### src/common/video_pkg.sv
//--------------------------------------------------------------------------
// video package: raster types and default 1080p60 timing constants
// shared by the timing generator, the pattern generator and the top level
//--------------------------------------------------------------------------

package video_pkg;

  localparam int coord_w = 12;  // enough for 2200 columns / 1125 lines
  localparam int pix_w   = 16;  // chroma byte over luma byte
  localparam int mode_w  = 4;

  typedef logic [coord_w-1:0] coord_t;     // column, line or frame number
  typedef logic [pix_w-1:0]   pix_data_t;  // {chroma, luma}
  typedef logic [mode_w-1:0]  mode_t;      // pattern select

  // fixed chroma, grey
  localparam logic [7:0] chroma_mid = 8'h80;

  // horizontal timing, in pixel clocks
  localparam int def_h_active = 1920;
  localparam int def_h_total  = 2200;
  localparam int def_hs_start = 2008;  // front porch 88
  localparam int def_hs_end   = 2052;  // sync width 44

  // vertical timing, in lines
  localparam int def_v_active = 1080;
  localparam int def_v_total  = 1125;
  localparam int def_vs_start = 1084;  // front porch 4
  localparam int def_vs_end   = 1089;  // sync width 5

  // inclusive box bounds, same on both axes
  localparam int def_box_lo = 128;
  localparam int def_box_hi = 255;

endpackage
### src/verilog/hdmi_pattern_top.sv
//--------------------------------------------------------------------------
// hdmi pattern top: raster timing plus test pattern source for the
// HDMI transmitter, timing set here and passed down
//--------------------------------------------------------------------------
`timescale 1ns/10ps

module hdmi_pattern_top import video_pkg::*; #(
  parameter int h_active = def_h_active,
  parameter int h_total  = def_h_total,
  parameter int hs_start = def_hs_start,
  parameter int hs_end   = def_hs_end,
  parameter int v_active = def_v_active,
  parameter int v_total  = def_v_total,
  parameter int vs_start = def_vs_start,
  parameter int vs_end   = def_vs_end,
  parameter int box_lo   = def_box_lo,
  parameter int box_hi   = def_box_hi
) (
  input  logic      sys0_clk,
  input  logic      rst,

  input  mode_t     mode_sw,    // board switches

  output logic      hdmi_de,
  output logic      hdmi_hs,
  output logic      hdmi_vs,
  output pix_data_t hdmi_data
);

  // raster position from the timing generator
  coord_t hcnt;
  coord_t vcnt;
  coord_t fcnt;
  logic   h_act;
  logic   v_act;
  logic   hsync;
  logic   vsync;

  video_timing_gen #(
    .h_active (h_active),
    .h_total  (h_total),
    .hs_start (hs_start),
    .hs_end   (hs_end),
    .v_active (v_active),
    .v_total  (v_total),
    .vs_start (vs_start),
    .vs_end   (vs_end)
  ) video_timing_gen_inst (
    .sys0_clk (sys0_clk),
    .rst      (rst),
    .hcnt     (hcnt),
    .vcnt     (vcnt),
    .fcnt     (fcnt),
    .h_act    (h_act),
    .v_act    (v_act),
    .hsync    (hsync),
    .vsync    (vsync)
  );

  // two cycles from position to pins
  test_pattern_gen #(
    .box_lo (box_lo),
    .box_hi (box_hi)
  ) test_pattern_gen_inst (
    .sys0_clk  (sys0_clk),
    .rst       (rst),
    .mode_sw   (mode_sw),
    .hcnt      (hcnt),
    .vcnt      (vcnt),
    .fcnt      (fcnt),
    .h_act     (h_act),
    .v_act     (v_act),
    .hsync     (hsync),
    .vsync     (vsync),
    .hdmi_de   (hdmi_de),
    .hdmi_hs   (hdmi_hs),
    .hdmi_vs   (hdmi_vs),
    .hdmi_data (hdmi_data)
  );

endmodule

### src/video/test_pattern_gen.sv
//--------------------------------------------------------------------------
// test pattern generator: samples the mode switches, flags the box and
// picks the pixel word, then registers enable, syncs and data for output
//--------------------------------------------------------------------------
`timescale 1ns/10ps

module test_pattern_gen import video_pkg::*; #(
  parameter int box_lo = def_box_lo,
  parameter int box_hi = def_box_hi
) (
  input  logic      sys0_clk,
  input  logic      rst,

  input  mode_t     mode_sw,   // pattern select switches

  input  coord_t    hcnt,
  input  coord_t    vcnt,
  input  coord_t    fcnt,
  input  logic      h_act,
  input  logic      v_act,
  input  logic      hsync,
  input  logic      vsync,

  output logic      hdmi_de,
  output logic      hdmi_hs,
  output logic      hdmi_vs,
  output pix_data_t hdmi_data
);

  localparam coord_t box_min = coord_t'(box_lo);
  localparam coord_t box_max = coord_t'(box_hi);

  // two sampling flops on the switch inputs
  mode_t  mode_s0;
  mode_t  mode_s1;

  // stage 1, position delayed alongside the box flag
  logic   in_box;
  logic   box_d;
  coord_t hcnt_d;
  coord_t vcnt_d;
  coord_t fcnt_d;
  logic   de_d;
  logic   hs_d;
  logic   vs_d;
  logic   pos_vld;  // stage 1 holds a real raster position

  logic [7:0] luma;
  pix_data_t  pix_nxt;

  always_ff @(posedge sys0_clk) begin
    if (rst) begin
      mode_s0 <= '0;
      mode_s1 <= '0;
    end else begin
      mode_s0 <= mode_sw;
      mode_s1 <= mode_s0;
    end
  end

  // inclusive rectangle, same bounds on both axes
  always_comb begin
    in_box = (hcnt >= box_min) && (hcnt <= box_max) &&
             (vcnt >= box_min) && (vcnt <= box_max);
  end

  always_ff @(posedge sys0_clk) begin
    if (rst) begin
      de_d    <= 1'b0;
      hs_d    <= 1'b0;
      vs_d    <= 1'b0;
      pos_vld <= 1'b0;
    end else begin
      de_d    <= h_act & v_act;
      hs_d    <= hsync;
      vs_d    <= vsync;
      pos_vld <= 1'b1;
    end
  end

  always_ff @(posedge sys0_clk) begin
    box_d  <= in_box;
    hcnt_d <= hcnt;
    vcnt_d <= vcnt;
    fcnt_d <= fcnt;
  end

  // luma select, unused modes fall back to the column ramp
  always_comb begin
    case (mode_s1)
      4'd1:    luma = vcnt_d[7:0];
      4'd2:    luma = hcnt_d[8:1];
      4'd3:    luma = vcnt_d[8:1];
      4'd4:    luma = hcnt_d[9:2];
      4'd5:    luma = vcnt_d[9:2];
      4'd6:    luma = hcnt_d[10:3];
      4'd7:    luma = vcnt_d[10:3];
      4'd8:    luma = box_d ? vcnt_d[7:0] : hcnt_d[7:0];
      4'd9:    luma = box_d ? fcnt_d[7:0] : hcnt_d[7:0];
      default: luma = hcnt_d[7:0];  // mode 0 and 10..15
    endcase
    pix_nxt = {chroma_mid, luma};
  end

  // output flops, data stays zero until the first position arrives
  always_ff @(posedge sys0_clk) begin
    if (rst) begin
      hdmi_de   <= 1'b0;
      hdmi_hs   <= 1'b0;
      hdmi_vs   <= 1'b0;
      hdmi_data <= '0;
    end else begin
      hdmi_de <= de_d;
      hdmi_hs <= hs_d;
      hdmi_vs <= vs_d;
      if (pos_vld) begin
        hdmi_data <= pix_nxt;  // driven in blanking too
      end else begin
        hdmi_data <= '0;
      end
    end
  end

endmodule

### src/video/video_timing_gen.sv
//--------------------------------------------------------------------------
// video timing generator: column, line and frame counters with
// registered active and sync flags aligned to the counter values
//--------------------------------------------------------------------------
`timescale 1ns/10ps

module video_timing_gen import video_pkg::*; #(
  parameter int h_active = def_h_active,
  parameter int h_total  = def_h_total,
  parameter int hs_start = def_hs_start,
  parameter int hs_end   = def_hs_end,
  parameter int v_active = def_v_active,
  parameter int v_total  = def_v_total,
  parameter int vs_start = def_vs_start,
  parameter int vs_end   = def_vs_end
) (
  input  logic   sys0_clk,
  input  logic   rst,

  output coord_t hcnt,   // pixel column
  output coord_t vcnt,   // line number
  output coord_t fcnt,   // frame number, free running
  output logic   h_act,
  output logic   v_act,
  output logic   hsync,
  output logic   vsync
);

  // counter limits and window bounds at counter width
  localparam coord_t h_last    = coord_t'(h_total - 1);
  localparam coord_t v_last    = coord_t'(v_total - 1);
  localparam coord_t h_act_end = coord_t'(h_active);
  localparam coord_t v_act_end = coord_t'(v_active);
  localparam coord_t hs_lo     = coord_t'(hs_start);
  localparam coord_t hs_hi     = coord_t'(hs_end);
  localparam coord_t vs_lo     = coord_t'(vs_start);
  localparam coord_t vs_hi     = coord_t'(vs_end);

  logic   h_wrap;   // last column of a line
  logic   v_wrap;   // last line of a frame
  coord_t hcnt_nxt;
  coord_t vcnt_nxt;
  coord_t fcnt_nxt;

  logic   h_act_nxt;
  logic   v_act_nxt;
  logic   hsync_nxt;
  logic   vsync_nxt;

  // next raster position
  always_comb begin
    h_wrap = (hcnt == h_last);
    v_wrap = (vcnt == v_last);

    if (h_wrap) begin
      hcnt_nxt = '0;
    end else begin
      hcnt_nxt = coord_t'(hcnt + 1'b1);
    end

    vcnt_nxt = vcnt;
    if (h_wrap) begin
      if (v_wrap) begin
        vcnt_nxt = '0;
      end else begin
        vcnt_nxt = coord_t'(vcnt + 1'b1);
      end
    end

    // frame count rolls over on its own at 12 bits
    if (h_wrap && v_wrap) begin
      fcnt_nxt = coord_t'(fcnt + 1'b1);
    end else begin
      fcnt_nxt = fcnt;
    end
  end

  // flags decoded from the next position so they land with the counters
  always_comb begin
    h_act_nxt = (hcnt_nxt < h_act_end);
    v_act_nxt = (vcnt_nxt < v_act_end);
    hsync_nxt = (hcnt_nxt >= hs_lo) && (hcnt_nxt < hs_hi);
    vsync_nxt = (vcnt_nxt >= vs_lo) && (vcnt_nxt < vs_hi);
  end

  always_ff @(posedge sys0_clk) begin
    if (rst) begin
      hcnt <= '0;
      vcnt <= '0;
      fcnt <= '0;
    end else begin
      hcnt <= hcnt_nxt;
      vcnt <= vcnt_nxt;
      fcnt <= fcnt_nxt;
    end
  end

  // during reset the flags already describe the origin (0, 0)
  always_ff @(posedge sys0_clk) begin
    if (rst) begin
      h_act <= 1'b1;  // column 0 is active
      v_act <= 1'b1;  // line 0 is active
      hsync <= 1'b0;
      vsync <= 1'b0;
    end else begin
      h_act <= h_act_nxt;
      v_act <= v_act_nxt;
      hsync <= hsync_nxt;
      vsync <= vsync_nxt;
    end
  end

endmodule

### config.mk
export PLATFORM = sky130hd
export DESIGN_NAME = hdmi_pattern_top
export DESIGN_NICKNAME = d
export VERILOG_FILES = /design/src/common/video_pkg.sv /design/src/verilog/hdmi_pattern_top.sv /design/src/video/test_pattern_gen.sv /design/src/video/video_timing_gen.sv
export SDC_FILE = /design/constraint.sdc
export NUM_CORES = 1
export LEC_CHECK = 0
export ABC_CLOCK_PERIOD_IN_PS = 6900
export BUFFER_PORTS_ARGS = -buffer_cell sky130_fd_sc_hd__buf_2
export CAP_MARGIN = 20
export CORE_ASPECT_RATIO = 0.75
export CORE_UTILIZATION = 45
export CTS_BUF_LIST = sky130_fd_sc_hd__clkbuf_8
export DETAILED_ROUTE_END_ITERATION = 16
export PLACE_DENSITY = 0.67
export SYNTH_ARGS = -nofsm -noshare
export SYNTH_HDL_FRONTEND = slang
export SYNTH_SLANG_ARGS = --single-unit
### constraint.sdc
create_clock -name sys0_clk -period 6.9 [get_ports sys0_clk]
set_clock_uncertainty 0.15 [all_clocks]
set_input_delay 1.38 -clock sys0_clk [delete_from_list [all_inputs] [get_ports sys0_clk]]
set_output_delay 1.38 -clock sys0_clk [all_outputs]
set_load 0.01 [all_outputs]
==> flow_summary.toml <==
[cts]
cts_made_buffers = 9
root_buffer = "clkbuf_8"
holdBufCountCts = 0
clkTransAtPathRegs_ns = 0.09
htreeDepth = 3
cts_tree = "done"
post-cts-setup-buffers = 0
post_cts_resized = 0
cts.path.max_buffers = 2
insertion_delay_ns = 0.37
cts.sinks = 91

[setup_path]
crit_path_cell_trace = "ha_1, and4b_1, nand4_2, or3_1, o22a_2, mux2_1, a2111oi_2"
path_class = "reg -> reg"
critPathMaxStageDelay_ns = 0.53
critical_path_buf_inv_count = 0
critPathTopFamily = "simple AND/OR/NAND/NOR gates"
worstPathRequired_ns = 7.02
path_max_fanout = 12
end_kind = "flop"
crit_arrival_ns = 3.23
slowest_stage = "or3_1"
worstSetupStartpointType = "flop"

[routing]
drt-initial-drc-count = 465
ant_nets = 0
num_vias = 3659
vias_per_cell = 5.73
wirelength_um = 10400
drc = 0
wl_per_cell_um = 16.3
firstDrtPassIters = 5

[pwr]
p_leak_nw = 1.65
p_total_mw = 0.952
ir_drop_mv = 0.0829
power_density_nw_per_um2 = 202

[global_routing]
antenna_found_initial = 0
grt_max_degree = 37
grt_pass1_wl_um = 16600
grt.overflow.total = 0
grt_pass1_vias = 3303
gr-usage-all-layers = 0.214

[final_layout]
nNetsFinal = 514
diodes = 0
area_delta_synth_final_pct = 5.47
post-route-util = 0.487
fin_cells = 639
drive_gt1_frac = 0.114

[logic_synthesis]
synth_compound_area_frac = 0.168
synthCells = 509
avgSynthCellArea_um2 = 8.77
yosys_register_bits = 91
synth_xor_xnor_area_share = 0.0451
yosysWarnings = 0
synthArstFlopShare = 0
netlist.top_cell.by_area = "dfxtp_1"
syn_area_um2 = 4460
synth_top_flop_cell = "dfxtp_1"
ys_seq_area_frac = 0.408
synth_most_common_cell = "dfxtp_1"
synth_top_cell_area_share = 0.408
netlist_top_cells_area = "dfxtp_1 (41%), mux2i_1 (4.0%), nor2_1 (3.9%), nor2b_1 (3.1%), o21ai_0 (3.0%)"
synthMuxAreaShare = 0.0429
synth_edf_count = 0
ys_types = 78
synth_top_family_by_area = "simple AND/OR/NAND/NOR gates"
yosys-top-cells-count = "dfxtp_1 (91), nor2_1 (46), nand2_1 (34), o21ai_0 (27), a21oi_1 (26)"
synthSimpleGateAreaFrac = 0.249
synthAdderAreaFrac = 0.0140

[outcome]
outcome = "completed"

[timing]
drv_slew = 0
min_period_ns = 3.12
setup_violations = 0
tightest_slew_ns = 0.731
rsz0062_at_grt = "false"
max_slew_margin = 0.512
post-route-period-util = 0.451
whs_ns = 0.206
hold_viol = 0
finalSetupTns_ns = 0
max_freq_mhz = 321

[placed_design]
dp.cells = 624
place_congestion = 0.910
port_buffers = 17
hpwl_um = 7170

[worst_hold_path]
hp-class = "reg -> reg"

[die]
die_w_um = 117
dieArea_um2 = 10300
die_y_um = 88.2
ioPinCount = 25
num_rows = 31
core_area_um2 = 9660
start_util = 0.462

[job]
max_cap_violations = 0
==> power breakdown <==
| group | switching (mW) | total, mW | internal, mW |
|---|---|---|---|
| Sequential | 0.00703 | 0.540 | 0.533 |
| Clock | 0.192 | 0.362 | 0.170 |
| Combinational | 0.0323 | 0.0498 | 0.0175 |
| Total | 0.231 | 0.952 | 0.721 |
==> logic make-up (layout without fill, tap and decap cells) <==
kind of cell / Yosys count / after routing
AOI/OAI and AO/OA: 111 / 111
xor gates and xnor gates: 23 / 23
adders and majority gates: 5 / 5
buffers and inverters: 61 / 53
other: 1 / 7
muxes: 19 / 19
DFF: 91 / 91
and+or+nand+nor: 198 / 198
==> state kept, by name, indices dropped and copies added, names as in the netlist, 4 cells and up <==
register                         count
test_pattern_gen_inst.fcnt_d         8
test_pattern_gen_inst.hcnt_d        11
test_pattern_gen_inst.hdmi_data      9
test_pattern_gen_inst.mode_s0        4
test_pattern_gen_inst.mode_s1        4
test_pattern_gen_inst.vcnt_d        11
video_timing_gen_inst.fcnt           8
video_timing_gen_inst.hcnt          12
video_timing_gen_inst.vcnt          12
==> final cells by class <==
class	count	area, µm²
Clock inverter	6	77.6
Fill cell	909	4950
Multi-Input combinational cell	363	2340
Sequential cell	91	1820
Inverter	18	67.6
Clock buffer	9	124
Tap cell	132	165
Timing Repair Buffer	20	108
==> per-layer routing <==
layer / global-route usage / share of wire
met1: 0.287 / 0.47
met2: 0.310 / 0.42
met3: 0.0774 / 0.088
met4: 0.0863 / 0.022
met5: 0 / 0
==> final timing paths <==
check	from	end	slack (ns)	depth (start not counted)
hold / removal	video_timing_gen_inst.fcnt[4]	test_pattern_gen_inst.fcnt_d[4]	0.21	0
setup reg to reg	video_timing_gen_inst.hcnt[0]	video_timing_gen_inst.vsync	3.78	7
setup / recovery	video_timing_gen_inst.hcnt[0]	video_timing_gen_inst.vsync	3.78	7
hold reg to reg	video_timing_gen_inst.fcnt[4]	test_pattern_gen_inst.fcnt_d[4]	0.21	0
==> stage by stage <==
step / cell area (µm²) / setup slack [ns]
floorplan: 4480 / 4.41
global placement: 4500 / 3.76
detailed placement: 4500 / 3.69
CTS: 4710 / 3.82
global route: 4710 / 3.62
finish: 4710 / 3.78
==> placed cells by master, fill, tap and decap left out, drive strengths merged, types with 5 or more instances in the layout <==
cell type / instances
a21oi: 27
a31oi: 8
and3: 12
buf: 20
clkbuf: 9
conb: 7
dfxtp: 91
ha: 5
inv: 19
mux2i: 18
nand2: 34
nand2b: 7
nand3: 19
nand4: 11
nor2: 47
nor2b: 22
nor3: 10
nor4: 6
o21ai: 29
or2: 5
or3: 6
xnor2: 15
xor2: 8
Power figures use the tool's default switching activity.
